[src/common/id_pkg.sv]
// decode stage shared types
`default_nettype none

package id_pkg;

  localparam int XLEN        = 64;
  localparam int INST_WD     = 32;
  localparam int GPR_ADDR_WD = 5;
  localparam int IMM_WD      = 64;

  // ebreak holds while a0 still has a write in flight
  localparam logic [GPR_ADDR_WD-1:0] EBREAK_WAIT_REG = 5'd10;

  typedef enum logic [6:0] {
    OPC_LOAD       = 7'b0000011,
    OPC_OP_IMM     = 7'b0010011,
    OPC_AUIPC      = 7'b0010111,
    OPC_OP_IMM_32  = 7'b0011011,
    OPC_STORE      = 7'b0100011,
    OPC_OP         = 7'b0110011,
    OPC_LUI        = 7'b0110111,
    OPC_OP_32      = 7'b0111011,
    OPC_BRANCH     = 7'b1100011,
    OPC_JALR       = 7'b1100111,
    OPC_JAL        = 7'b1101111,
    OPC_SYSTEM     = 7'b1110011
  } opcode_e;

  typedef enum logic [4:0] {
    ALU_ADD, ALU_SUB, ALU_SLL, ALU_SLT, ALU_SLTU, ALU_XOR,
    ALU_SRL, ALU_SRA, ALU_OR, ALU_AND,
    ALU_PASS_B          // lui
  } alu_op_e;

  typedef enum logic [2:0] {
    BR_BEQ, BR_BNE, BR_BLT, BR_BGE, BR_BLTU, BR_BGEU, BR_JAL, BR_JALR
  } br_func_e;

  // same order as funct3 of loads and stores
  typedef enum logic [2:0] {
    MEM_B, MEM_H, MEM_W, MEM_D, MEM_BU, MEM_HU, MEM_WU
  } mem_op_e;

  typedef enum logic       {SRC1_RS1, SRC1_PC} src1_sel_e;
  typedef enum logic [1:0] {SRC2_RS2, SRC2_IMM, SRC2_FOUR} src2_sel_e;

  typedef struct packed {
    logic [INST_WD-1:0] inst;
    logic [XLEN-1:0]    pc;
  } fs_to_ds_t;

  typedef struct packed {
    alu_op_e                alu_op;
    src1_sel_e              src1_sel;
    src2_sel_e              src2_sel;
    logic                   word_cut;   // 32-bit result, sign-extended
    logic                   bren;
    br_func_e               br_func;
    logic                   gpr_wen;
    logic                   mem_ren;
    logic                   mem_wen;
    mem_op_e                mem_op;
    logic                   ebreak;
    logic                   invalid;
    logic [GPR_ADDR_WD-1:0] rd;
  } ctrl_t;

  typedef struct packed {
    logic [XLEN-1:0]   rs1_data;
    logic [XLEN-1:0]   rs2_data;
    logic [IMM_WD-1:0] imm;
    logic [XLEN-1:0]   pc;
    ctrl_t             ctrl;
  } ds_to_es_t;

  typedef struct packed {
    logic [GPR_ADDR_WD-1:0] rd;
    logic [XLEN-1:0]        result;
  } bypass_t;

  typedef struct packed {
    logic                   wen;
    logic [GPR_ADDR_WD-1:0] waddr;
    logic [XLEN-1:0]        wdata;
  } rf_write_t;

  typedef struct packed {
    logic            taken;
    logic            sel;
    logic [XLEN-1:0] target;
  } br_bus_t;

endpackage

`default_nettype wire

[src/id_stage/id_stage.sv]
// instruction decode stage
`timescale 1ns/1ps
`default_nettype none

module id_stage
  import id_pkg::*;
(
  input  logic      i_clk,
  input  logic      i_rst_n,
  // from fetch
  input  logic      i_fs_to_ds_valid,
  input  fs_to_ds_t i_fs_to_ds,
  output logic      o_ds_allowin,
  // to execute
  output logic      o_ds_to_es_valid,
  output ds_to_es_t o_ds_to_es,
  input  logic      i_es_allowin,
  // write back port and bypass buses
  input  rf_write_t i_rf_write,
  input  bypass_t   i_es_bypass,
  input  bypass_t   i_ms_bypass,
  input  bypass_t   i_ws_bypass,
  // redirect to fetch
  output br_bus_t   o_br_bus
);

  logic                   ds_valid;
  logic                   ds_ready_go;
  logic                   ebreak_wait;
  fs_to_ds_t              ds_word;
  logic [GPR_ADDR_WD-1:0] rs1;
  logic [GPR_ADDR_WD-1:0] rs2;
  logic [IMM_WD-1:0]      imm;
  ctrl_t                  ctrl;
  logic [XLEN-1:0]        rf_rdata1;
  logic [XLEN-1:0]        rf_rdata2;
  logic [XLEN-1:0]        rs1_data;
  logic [XLEN-1:0]        rs2_data;
  logic                   br_sel;
  logic [XLEN-1:0]        br_target;
  logic                   br_taken;

  // ebreak must see a0 fully written back
  assign ebreak_wait = ctrl.ebreak &&
                       (i_es_bypass.rd == EBREAK_WAIT_REG ||
                        i_ms_bypass.rd == EBREAK_WAIT_REG ||
                        i_ws_bypass.rd == EBREAK_WAIT_REG);

  assign ds_ready_go      = !ebreak_wait;
  assign o_ds_allowin     = !ds_valid || (ds_ready_go && i_es_allowin);
  assign o_ds_to_es_valid = ds_valid && ds_ready_go;

  always_ff @(posedge i_clk or negedge i_rst_n) begin
    if (!i_rst_n) begin
      ds_valid <= 1'b0;
    end else if (o_ds_allowin) begin
      ds_valid <= i_fs_to_ds_valid && !br_taken; // wrong-path slot dropped
    end
  end

  always_ff @(posedge i_clk) begin
    if (i_fs_to_ds_valid && o_ds_allowin) begin
      ds_word <= i_fs_to_ds;
    end
  end

  // redirect only when fetch is not already on the target
  assign br_taken = ds_valid && br_sel && (br_target != i_fs_to_ds.pc);
  assign o_br_bus = '{taken: br_taken, sel: ds_valid && br_sel, target: br_target};

  assign o_ds_to_es = '{
    rs1_data: rs1_data,
    rs2_data: rs2_data,
    imm:      imm,
    pc:       ds_word.pc,
    ctrl:     ctrl
  };

  inst_decoder u_decoder (
    .i_inst (ds_word.inst),
    .o_rs1  (rs1),
    .o_rs2  (rs2),
    .o_imm  (imm),
    .o_ctrl (ctrl)
  );

  gpr_file u_gpr (
    .i_clk    (i_clk),
    .i_rst_n  (i_rst_n),
    .i_raddr1 (rs1),
    .i_raddr2 (rs2),
    .o_rdata1 (rf_rdata1),
    .o_rdata2 (rf_rdata2),
    .i_write  (i_rf_write)
  );

  operand_bypass u_bypass (
    .i_rs1       (rs1),
    .i_rs2       (rs2),
    .i_rf_rdata1 (rf_rdata1),
    .i_rf_rdata2 (rf_rdata2),
    .i_es_bypass (i_es_bypass),
    .i_ms_bypass (i_ms_bypass),
    .i_ws_bypass (i_ws_bypass),
    .o_rs1_data  (rs1_data),
    .o_rs2_data  (rs2_data)
  );

  branch_unit u_branch (
    .i_ctrl      (ctrl),
    .i_pc        (ds_word.pc),
    .i_imm       (imm),
    .i_rs1_data  (rs1_data),
    .i_rs2_data  (rs2_data),
    .o_br_sel    (br_sel),
    .o_br_target (br_target)
  );

endmodule

`default_nettype wire

[src/branch_unit.sv]
// branch and jump resolution
`timescale 1ns/1ps
`default_nettype none

module branch_unit
  import id_pkg::*;
(
  input  ctrl_t             i_ctrl,
  input  logic [XLEN-1:0]   i_pc,
  input  logic [IMM_WD-1:0] i_imm,
  input  logic [XLEN-1:0]   i_rs1_data,
  input  logic [XLEN-1:0]   i_rs2_data,
  output logic              o_br_sel,
  output logic [XLEN-1:0]   o_br_target
);

  logic [XLEN-1:0] pc_imm;
  logic [XLEN-1:0] pc_seq;
  logic [XLEN-1:0] jalr_sum;
  logic            eq;
  logic            lt;
  logic            ltu;
  logic            cond;

  assign pc_imm   = i_pc + i_imm;
  assign pc_seq   = i_pc + XLEN'(4);
  assign jalr_sum = i_rs1_data + i_imm;

  // compares use the forwarded operands
  assign eq  = (i_rs1_data == i_rs2_data);
  assign lt  = ($signed(i_rs1_data) < $signed(i_rs2_data));
  assign ltu = (i_rs1_data < i_rs2_data);

  always_comb begin
    case (i_ctrl.br_func)
      BR_BEQ:  cond = eq;
      BR_BNE:  cond = !eq;
      BR_BLT:  cond = lt;
      BR_BGE:  cond = !lt;
      BR_BLTU: cond = ltu;
      BR_BGEU: cond = !ltu;
      BR_JAL:  cond = 1'b1;
      BR_JALR: cond = 1'b1;
      default: cond = 1'b0;
    endcase
  end

  // not-taken branches still report pc + 4
  assign o_br_target = (i_ctrl.br_func == BR_JALR) ? {jalr_sum[XLEN-1:1], 1'b0} :
                       cond                        ? pc_imm                     :
                                                     pc_seq;

  assign o_br_sel = i_ctrl.bren && !i_ctrl.invalid;

endmodule

`default_nettype wire

[src/gpr_file.sv]
// general purpose register file
`timescale 1ns/1ps
`default_nettype none

module gpr_file
  import id_pkg::*;
(
  input  logic                   i_clk,
  input  logic                   i_rst_n,
  input  logic [GPR_ADDR_WD-1:0] i_raddr1,
  input  logic [GPR_ADDR_WD-1:0] i_raddr2,
  output logic [XLEN-1:0]        o_rdata1,
  output logic [XLEN-1:0]        o_rdata2,
  input  rf_write_t              i_write
);

  logic [XLEN-1:0] regs [1:31]; // x0 has no storage

  always_ff @(posedge i_clk or negedge i_rst_n) begin
    if (!i_rst_n) begin
      for (int i = 1; i < 32; i++) begin
        regs[i] <= '0;
      end
    end else if (i_write.wen && i_write.waddr != '0) begin
      regs[i_write.waddr] <= i_write.wdata;
    end
  end

  // no write-through so a write shows up the cycle after
  assign o_rdata1 = (i_raddr1 == '0) ? '0 : regs[i_raddr1];
  assign o_rdata2 = (i_raddr2 == '0) ? '0 : regs[i_raddr2];

endmodule

`default_nettype wire

[src/inst_decoder.sv]
// rv64i instruction decoder
`timescale 1ns/1ps
`default_nettype none

module inst_decoder
  import id_pkg::*;
(
  input  logic [INST_WD-1:0]     i_inst,
  output logic [GPR_ADDR_WD-1:0] o_rs1,
  output logic [GPR_ADDR_WD-1:0] o_rs2,
  output logic [IMM_WD-1:0]      o_imm,
  output ctrl_t                  o_ctrl
);

  opcode_e           opcode;
  logic [2:0]        funct3;
  logic [6:0]        funct7;
  logic [IMM_WD-1:0] imm_i;
  logic [IMM_WD-1:0] imm_s;
  logic [IMM_WD-1:0] imm_b;
  logic [IMM_WD-1:0] imm_u;
  logic [IMM_WD-1:0] imm_j;
  logic              f7_ok;     // register forms
  logic              sh6_ok;    // rv64 shift-immediate forms
  logic              shift_alt; // srai / sraiw
  logic              legal;

  function automatic alu_op_e alu_from_f3(input logic [2:0] f3, input logic alt);
    alu_op_e op;
    case (f3)
      3'b000:  op = alt ? ALU_SUB : ALU_ADD;
      3'b001:  op = ALU_SLL;
      3'b010:  op = ALU_SLT;
      3'b011:  op = ALU_SLTU;
      3'b100:  op = ALU_XOR;
      3'b101:  op = alt ? ALU_SRA : ALU_SRL;
      3'b110:  op = ALU_OR;
      default: op = ALU_AND;
    endcase
    return op;
  endfunction

  assign opcode = opcode_e'(i_inst[6:0]);
  assign funct3 = i_inst[14:12];
  assign funct7 = i_inst[31:25];
  assign o_rs1  = i_inst[19:15];
  assign o_rs2  = i_inst[24:20];

  assign imm_i = {{(IMM_WD-12){i_inst[31]}}, i_inst[31:20]};
  assign imm_s = {{(IMM_WD-12){i_inst[31]}}, i_inst[31:25], i_inst[11:7]};
  assign imm_b = {{(IMM_WD-12){i_inst[31]}}, i_inst[7], i_inst[30:25], i_inst[11:8], 1'b0};
  assign imm_u = {{(IMM_WD-32){i_inst[31]}}, i_inst[31:12], 12'b0};
  assign imm_j = {{(IMM_WD-20){i_inst[31]}}, i_inst[19:12], i_inst[20], i_inst[30:21], 1'b0};

  // alternate funct7 only for sub and sra
  assign f7_ok = (funct7 == 7'b0000000) ||
                 (funct7 == 7'b0100000 && (funct3 == 3'b000 || funct3 == 3'b101));
  assign sh6_ok = (i_inst[31:26] == 6'b000000) ||
                  (i_inst[31:26] == 6'b010000 && funct3 == 3'b101);
  assign shift_alt = (funct3 == 3'b101) && i_inst[30];

  always_comb begin
    o_ctrl          = '0;
    o_ctrl.alu_op   = ALU_ADD;
    o_ctrl.src1_sel = SRC1_RS1;
    o_ctrl.src2_sel = SRC2_RS2;
    o_ctrl.br_func  = BR_BEQ;
    o_ctrl.mem_op   = MEM_B;
    o_imm           = imm_i;
    legal           = 1'b1;
    case (opcode)
      OPC_OP, OPC_OP_32: begin
        o_ctrl.alu_op   = alu_from_f3(funct3, funct7[5]);
        o_ctrl.word_cut = (opcode == OPC_OP_32);
        o_ctrl.gpr_wen  = 1'b1;
        legal = f7_ok && (opcode == OPC_OP || funct3 inside {3'b000, 3'b001, 3'b101});
      end
      OPC_OP_IMM: begin
        o_ctrl.alu_op   = alu_from_f3(funct3, shift_alt);
        o_ctrl.src2_sel = SRC2_IMM;
        o_ctrl.gpr_wen  = 1'b1;
        legal           = !(funct3 inside {3'b001, 3'b101}) || sh6_ok;
      end
      OPC_OP_IMM_32: begin
        o_ctrl.alu_op   = alu_from_f3(funct3, shift_alt);
        o_ctrl.src2_sel = SRC2_IMM;
        o_ctrl.word_cut = 1'b1;
        o_ctrl.gpr_wen  = 1'b1;
        legal = (funct3 == 3'b000) || (funct3 inside {3'b001, 3'b101} && f7_ok);
      end
      OPC_LUI: begin
        o_ctrl.alu_op   = ALU_PASS_B;
        o_ctrl.src2_sel = SRC2_IMM;
        o_ctrl.gpr_wen  = 1'b1;
        o_imm           = imm_u;
      end
      OPC_AUIPC: begin
        o_ctrl.src1_sel = SRC1_PC;
        o_ctrl.src2_sel = SRC2_IMM;
        o_ctrl.gpr_wen  = 1'b1;
        o_imm           = imm_u;
      end
      OPC_JAL, OPC_JALR: begin
        o_ctrl.src1_sel = SRC1_PC;   // link value pc + 4
        o_ctrl.src2_sel = SRC2_FOUR;
        o_ctrl.bren     = 1'b1;
        o_ctrl.br_func  = (opcode == OPC_JAL) ? BR_JAL : BR_JALR;
        o_ctrl.gpr_wen  = 1'b1;
        o_imm           = (opcode == OPC_JAL) ? imm_j : imm_i;
        legal           = (opcode == OPC_JAL) || (funct3 == 3'b000);
      end
      OPC_BRANCH: begin
        o_ctrl.bren = 1'b1;
        o_imm       = imm_b;
        case (funct3)
          3'b000:  o_ctrl.br_func = BR_BEQ;
          3'b001:  o_ctrl.br_func = BR_BNE;
          3'b100:  o_ctrl.br_func = BR_BLT;
          3'b101:  o_ctrl.br_func = BR_BGE;
          3'b110:  o_ctrl.br_func = BR_BLTU;
          3'b111:  o_ctrl.br_func = BR_BGEU;
          default: legal = 1'b0;
        endcase
      end
      OPC_LOAD, OPC_STORE: begin
        o_ctrl.src2_sel = SRC2_IMM;
        o_ctrl.mem_op   = mem_op_e'(funct3);
        o_ctrl.mem_ren  = (opcode == OPC_LOAD);
        o_ctrl.mem_wen  = (opcode == OPC_STORE);
        o_ctrl.gpr_wen  = (opcode == OPC_LOAD);
        o_imm           = (opcode == OPC_LOAD) ? imm_i : imm_s;
        legal = (opcode == OPC_LOAD) ? (funct3 != 3'b111) : (funct3[2] == 1'b0);
      end
      OPC_SYSTEM: begin
        // only ebreak with all other fields zero
        legal         = (i_inst[31:20] == 12'h001) && (i_inst[19:7] == '0);
        o_ctrl.ebreak = legal;
      end
      default: legal = 1'b0;
    endcase
    if (!legal) begin
      o_ctrl         = '0;
      o_ctrl.invalid = 1'b1;
      o_imm          = '0;
    end
    o_ctrl.rd = o_ctrl.gpr_wen ? i_inst[11:7] : '0;
  end

endmodule

`default_nettype wire

[src/operand_bypass.sv]
// source operand forwarding
`timescale 1ns/1ps
`default_nettype none

module operand_bypass
  import id_pkg::*;
(
  input  logic [GPR_ADDR_WD-1:0] i_rs1,
  input  logic [GPR_ADDR_WD-1:0] i_rs2,
  input  logic [XLEN-1:0]        i_rf_rdata1,
  input  logic [XLEN-1:0]        i_rf_rdata2,
  input  bypass_t                i_es_bypass,
  input  bypass_t                i_ms_bypass,
  input  bypass_t                i_ws_bypass,
  output logic [XLEN-1:0]        o_rs1_data,
  output logic [XLEN-1:0]        o_rs2_data
);

  // youngest producer wins
  function automatic logic [XLEN-1:0] forward(
    input logic [GPR_ADDR_WD-1:0] rs,
    input logic [XLEN-1:0]        rf_data,
    input bypass_t                es,
    input bypass_t                ms,
    input bypass_t                ws
  );
    logic [XLEN-1:0] data;
    data = rf_data;
    if (rs != '0) begin // x0 never forwarded
      if (rs == es.rd) begin
        data = es.result;
      end else if (rs == ms.rd) begin
        data = ms.result;
      end else if (rs == ws.rd) begin
        data = ws.result;
      end
    end
    return data;
  endfunction

  assign o_rs1_data = forward(i_rs1, i_rf_rdata1, i_es_bypass, i_ms_bypass, i_ws_bypass);
  assign o_rs2_data = forward(i_rs2, i_rf_rdata2, i_es_bypass, i_ms_bypass, i_ws_bypass);

endmodule

`default_nettype wire

[config.mk]
export PLATFORM = sky130hd
export DESIGN_NAME = id_stage
export DESIGN_NICKNAME = d
export VERILOG_FILES = /design/src/common/id_pkg.sv /design/src/id_stage/id_stage.sv /design/src/branch_unit.sv /design/src/gpr_file.sv /design/src/inst_decoder.sv /design/src/operand_bypass.sv
export SDC_FILE = /design/constraint.sdc
export NUM_CORES = 2
export LEC_CHECK = 0
export BUFFER_PORTS_ARGS = -buffer_cell sky130_fd_sc_hd__buf_2
export CAP_MARGIN = 20
export CORE_UTILIZATION = 40
export CTS_BUF_LIST = sky130_fd_sc_hd__clkbuf_8
export CTS_CLUSTER_DIAMETER = 100
export CTS_CLUSTER_SIZE = 12
export DETAILED_ROUTE_END_ITERATION = 10
export SETUP_SLACK_MARGIN = 0.3
export SLEW_MARGIN = 5
export SYNTH_ARGS = -nofsm -noshare
export SYNTH_HDL_FRONTEND = slang
export SYNTH_SLANG_ARGS = --single-unit
[constraint.sdc]
create_clock -name i_clk -period 12.07 [get_ports i_clk]
set_clock_uncertainty 0.1 [all_clocks]
set_input_delay 2.414 -clock i_clk [delete_from_list [all_inputs] [get_ports i_clk]]
set_output_delay 2.414 -clock i_clk [all_outputs]
set_load 0.05 [all_outputs]
# Word-level counts from Yosys, hierarchy flattened
# Cells that the tools add are included.
[word_totals]
ramBits = 0
mem_bits_ro = 0
ff_bits = 2081
memories = 0
in_bits = 377
output_inout_bits = 350
latch_bits = 0
[op_classes]
bitwise = 4
n_shift = 0
mux = 47
add_sub_neg = 3
n_lt_le_gt_ge = 6
multipliers = 0
eq_ne = 41
n_reduce_logical = 56
div_mod_pow = 0
[ops]
columns = ["operator", "n"]
rows = [
  ["1984-bit bitwise mux", 1],
  ["64-bit 2-to-1 mux", 18],
  ["64-bit binary-select mux with 5-bit select", 2],
  ["64-bit demux with 5-bit select", 1],
  ["64-bit adder", 2],
  ["64-bit < comparator", 2],
  ["31-bit one-hot mux with 4 select lines", 1],
  ["5-bit one-hot mux with 7 select lines", 2],
  ["64-bit by 3-bit adder with 64-bit output (second input constant)", 1],
  ["64-bit == test", 1],
  ["64-bit inequality test", 1],
  ["7-bit by 6-bit == test with 1-bit output (second input constant)", 5],
  ["5-bit == test", 6],
  ["7-bit == test (second input constant)", 4],
  ["26-bit 2-to-1 mux", 1],
  ["3-bit == test (second input constant)", 8],
  ["7-bit by 5-bit == test with 1-bit output (second input constant)", 3],
  ["20-bit 2-to-1 mux", 1],
  ["6-bit greater-or-equal comparator (second input constant)", 3],
  ["5-bit NOT with 6-bit output", 3],
  ["1-bit logical AND", 16],
  ["5-bit by 4-bit == test with 1-bit output (second input constant)", 3],
  ["5-bit 2-to-1 mux", 3],
  ["3-bit one-hot mux with 5 select lines", 1],
  ["29 further kinds", 68],
]

# Longest topological paths before layout
[logic_depth]
ltp_word = 18
ltp_mapped = 34
depth_no_buf = 27

# Cells and area by module
# A second synthesis with hierarchy kept.
[unflattened]
cells_unflattened = 11004
hier_area_um2 = 128325.6
[modules_own_cells]
columns = ["module", "cells_each", "area_per_inst_um2", "instances"]
rows = [
  ["gpr_file", 8048, 105951.6, 1],
  ["branch_unit", 1673, 11020.6, 1],
  ["operand_bypass", 776, 5565.3, 1],
  ["id_stage", 263, 4200.3, 1],
  ["inst_decoder", 244, 1587.8, 1],
]

# Least setup slack after synthesis
# OpenSTA, ideal clock, no wires.
[synth_timing]
path_kind = "register to output"
startpoint = "register ds_word[78] (netlist name)"
endpoint = "output port o_br_bus[65] (netlist name)"
required_ns = 9.556
stages_incl_launch_ff = 27
t_arrival_ns = 9.658
setup_slack_ns = -0.102
path_cell_list = "edfxtp_1 buf_2 or3_1 a211oi_2 a211oi_1 nand3b_2 or2_1 buf_2 and2_0 ha_1 clkbuf_1 a21o_1 o21bai_1 a211oi_1 a21oi_1 nor3_1 nand2_1 and2_1 o21ai_0 a21boi_0 mux2_2 o221ai_1 xnor2_1 nand4_1 nor4_2 nor2b_1 buf_4"
[synth_lines]
columns = ["element", "line_no", "source"]
rows = [
  ["from (decl)", "id_stage.sv:30", "fs_to_ds_t ds_word;"],
  ["from (signal assigned)", "id_stage.sv:63", "ds_word <= i_fs_to_ds;"],
  ["to (decl)", "id_stage.sv:24", "output br_bus_t o_br_bus"],
]

==> results.cfg <==
[final_layout]
drive_gt1_share_pct = 49.6
nets = 11200
areaGrowthSynthToFinish_pct = 14.7
final_area_um2 = 147000

[setup_path]
slowest_stage = or4b_1
arrival_ns = 9.32
cp-start-kind = input port
path_buf_inv = 11
critPathMaxStageDelay_ns = 0.59
crit_top_cell = buf_4
worstPathRequired_ns = 9.56
path_max_fanout = 18
cp_top_family = simple AND/OR/NAND/NOR gates
cp-startpoint = i_ws_bypass[67]
r2r-start = ds_word[84]
critPathCaptureType = output pin
path_class = input port to output pin

[sta]
min_period_ns = 11.84
rsz0062_at_grt = true
max_freq_mhz = 84.5
slew_headroom_pct = 15.8
fin_ws_ns = 0.234
slew_violations = 0
setup_viol = 0
hold_viol = 0
tightest_slew_ns = 1.26
timing.final.crit_share_pct = 98.1

[min_path]
hp-start = u_gpr.regs[802]
hp-class = register to register

[placed_design]
post-place-ws_ns = -1.14
port_buffers = 725
dpl.hpwl_mm = 409
place_area_um2 = 140000
gp_congestion = 1.06

[die]
fp.dieW_um = 568
die_h_um = 568
ios = 727
core_area_um2 = 319000
row_count = 207
dieArea_um2 = 323000
initial_core_util_pct = 40.3

[drt]
wl_mm = 587
via_per_inst = 6.55
drc = 0
vias = 97600
drtAntennaViolNets = 0
drt_iter0_drc = 10100
dr.pass1.iters = 6
wl_per_cell_um = 39.4

[global_routing]
grt_pass1_vias = 97800
antenna_found_initial = 201
grt_max_degree = 172
grtUsageTotal_pct = 35.7
grt_pass1_wl_mm = 807
gr-total-overflow = 0

[synth]
synth-simple-area-share_pct = 5.00
yosys.area_share.xor_xnor_pct = 1.93
synth_fa_ha_area_share_pct = 1.88
ys_async_sr_fraction_pct = 95.4
synth_top_cell_area_share_pct = 38.7
avgSynthCellArea_um2 = 13.0
syn-num-nets = 10400
seq_area_frac_synth_pct = 40.9
netlist_area_um2 = 128000
synth_top_area_cell = dfrtp_1
synth_top_family_by_area = multiplexers
synth.distinct_cells = 107
synth_compound_area_share_pct = 6.92
ys_ff_latch = 2081
yosys_warnings = 0
synth_mux_area_share_pct = 39.7
synth_flop_cell = dfrtp_1
synth_edf_count = 96
ys_top_cells_by_area = dfrtp_1 (39%), mux4_2 (19%), mux2_2 (19%), edfxtp_1 (2.2%), clkbuf_1 (2.2%)
syn_inst = 9867

[clock_network]
clk_pin_slew_ns = 0.08
cts.sinks = 2081
clock_latency_ns = 1.11
ctsRootBufferMaster = clkbuf_8
cts_buffer_depth = 4
cts_buffers = 201
cts_tree = built
htree_levels = 4

[pwr]
powerDensity_nw_per_um2 = 144
p_leak_nw = 64.3
irDropWorstVdd_v = 0.0000921

[job]
max_cap_violations = 0

[run_status]
status = complete, no violations
==> state kept, by name, indices dropped and copies added (netlist names) <==
signal / cells
u_gpr.regs: 1984
ds_valid: 1
ds_word: 32
o_ds_to_es: 64
==> logic make-up after synthesis <==
logic type / Yosys count
AO/OA/AOI/OAI: 1364
XOR/XNOR: 277
adder cells (fa/ha/maj): 192
buffers and inverters: 1137
flip-flops: 2081
multiplexers: 3431
other: 1
AND/OR/NAND/NOR: 1384
==> area by class of cell <==
cell class | instances | area, µm²
Antenna cell | 103 | 258
Clock buffer | 206 | 2840
Clock inverter | 29 | 238
Fill cell | 28500 | 171000
Inverter | 134 | 515
Multi-Input combinational cell | 6651 | 72700
Sequential cell | 2081 | 52600
Tap cell | 4180 | 5230
Timing Repair Buffer | 1522 | 12900
==> synth_stat cells, drive strengths merged, types with 45 or more instances <==
cell / number
a211oi: 133
nand4: 78
a22o: 92
dfrtp: 1985
a21o: 73
xnor2: 156
buf: 257
o21ai: 292
mux4: 1110
inv: 134
ha: 190
nand2: 479
mux2i: 197
nor3: 66
a21oi: 436
nor2: 415
edfxtp: 96
xor2: 118
or2: 45
mux2: 2124
nand3: 76
clkbuf: 746
==> what timing repair did <==
item                       in CTS  in global routing
hold buffers                    0                  0
gates cloned                   34                  4
pin swaps                      34                 36
gates resized for setup       302                 62
setup endpoints to repair      28                  1
setup buffers                  88                 12
==> per-layer routing <==
metal / share of wire (%) / GRT usage, % / vias up
met1: 38 / 44.1 / 52200
met5: 0.12 / 0 / -
met2: 46 / 56.7 / 4904
li1: - / - / 39100
met3: 9.0 / 9.30 / 1316
met4: 7.1 / 20.7 / 104
==> path summary, 6_finish.rpt <==
check | endpoint | slack (ns) | depth (start not counted)
setup / recovery | o_br_bus[65] | 0.23 | 35
hold / removal | u_gpr.regs[802] | 0.43 | 1
setup reg to reg | ds_valid | 3.50 | 34
hold reg to reg | u_gpr.regs[802] | 0.43 | 1
max in group asynchronous | u_gpr.regs[1865] | 8.02 | 3
min in group asynchronous | u_gpr.regs[370] | 1.24 | 1
==> metrics by stage <==
stage	utilization, %	power, mW	hold slack, ns	instances	TNS [ns]
finish	46.2	21.2	0.427	14900	0
global route	46.2	22.1	0.436	14800	0
CTS	46.0	21.1	0.427	14800	0
detailed placement	44.0	16.7	0.408	14400	-1.14
global placement	43.9	16.5	0.399	14400	-1.57
floorplan	-	13.9	0.391	9867	0
==> power by group <==
group / total [mW] / switching [mW] / internal (mW)
Sequential: 9.33 / 0.989 / 8.34
Combinational: 7.75 / 4.06 / 3.69
Clock: 4.17 / 2.59 / 1.57
Total: 21.2 / 7.64 / 13.6
==> cells in the final DEF (no fill, tap or decap), types with 23 or more instances in the layout <==
master / Yosys / layout
mux4_2: 1110 / 1110
nand2_1: 479 / 462
clkbuf_8: 0 / 206
edfxtp_1: 96 / 96
buf_6: 2 / 23
xnor2_1: 156 / 151
buf_4: 103 / 614
nor3_1: 65 / 46
a21o_1: 73 / 73
and2_1: 36 / 33
nand3_1: 76 / 70
a221o_1: 36 / 36
diode_2: 0 / 103
nand4_1: 76 / 76
mux2i_4: 0 / 38
mux2i_1: 197 / 131
a211oi_1: 132 / 128
inv_1: 133 / 142
buf_12: 0 / 124
dfrtp_1: 1985 / 1985
mux2i_2: 0 / 28
nor2_1: 414 / 384
a21oi_1: 434 / 418
xor2_1: 117 / 115
and3_1: 37 / 37
a211o_1: 33 / 33
nand2b_1: 30 / 29
ha_1: 190 / 186
o21ai_0: 283 / 270
or2_2: 44 / 43
o211ai_1: 25 / 25
mux2_2: 2124 / 2123
a22o_1: 92 / 92
buf_2: 25 / 686
o21bai_1: 34 / 34
buf_16: 0 / 48
Note: power is estimated with default switching activity, not from simulation.
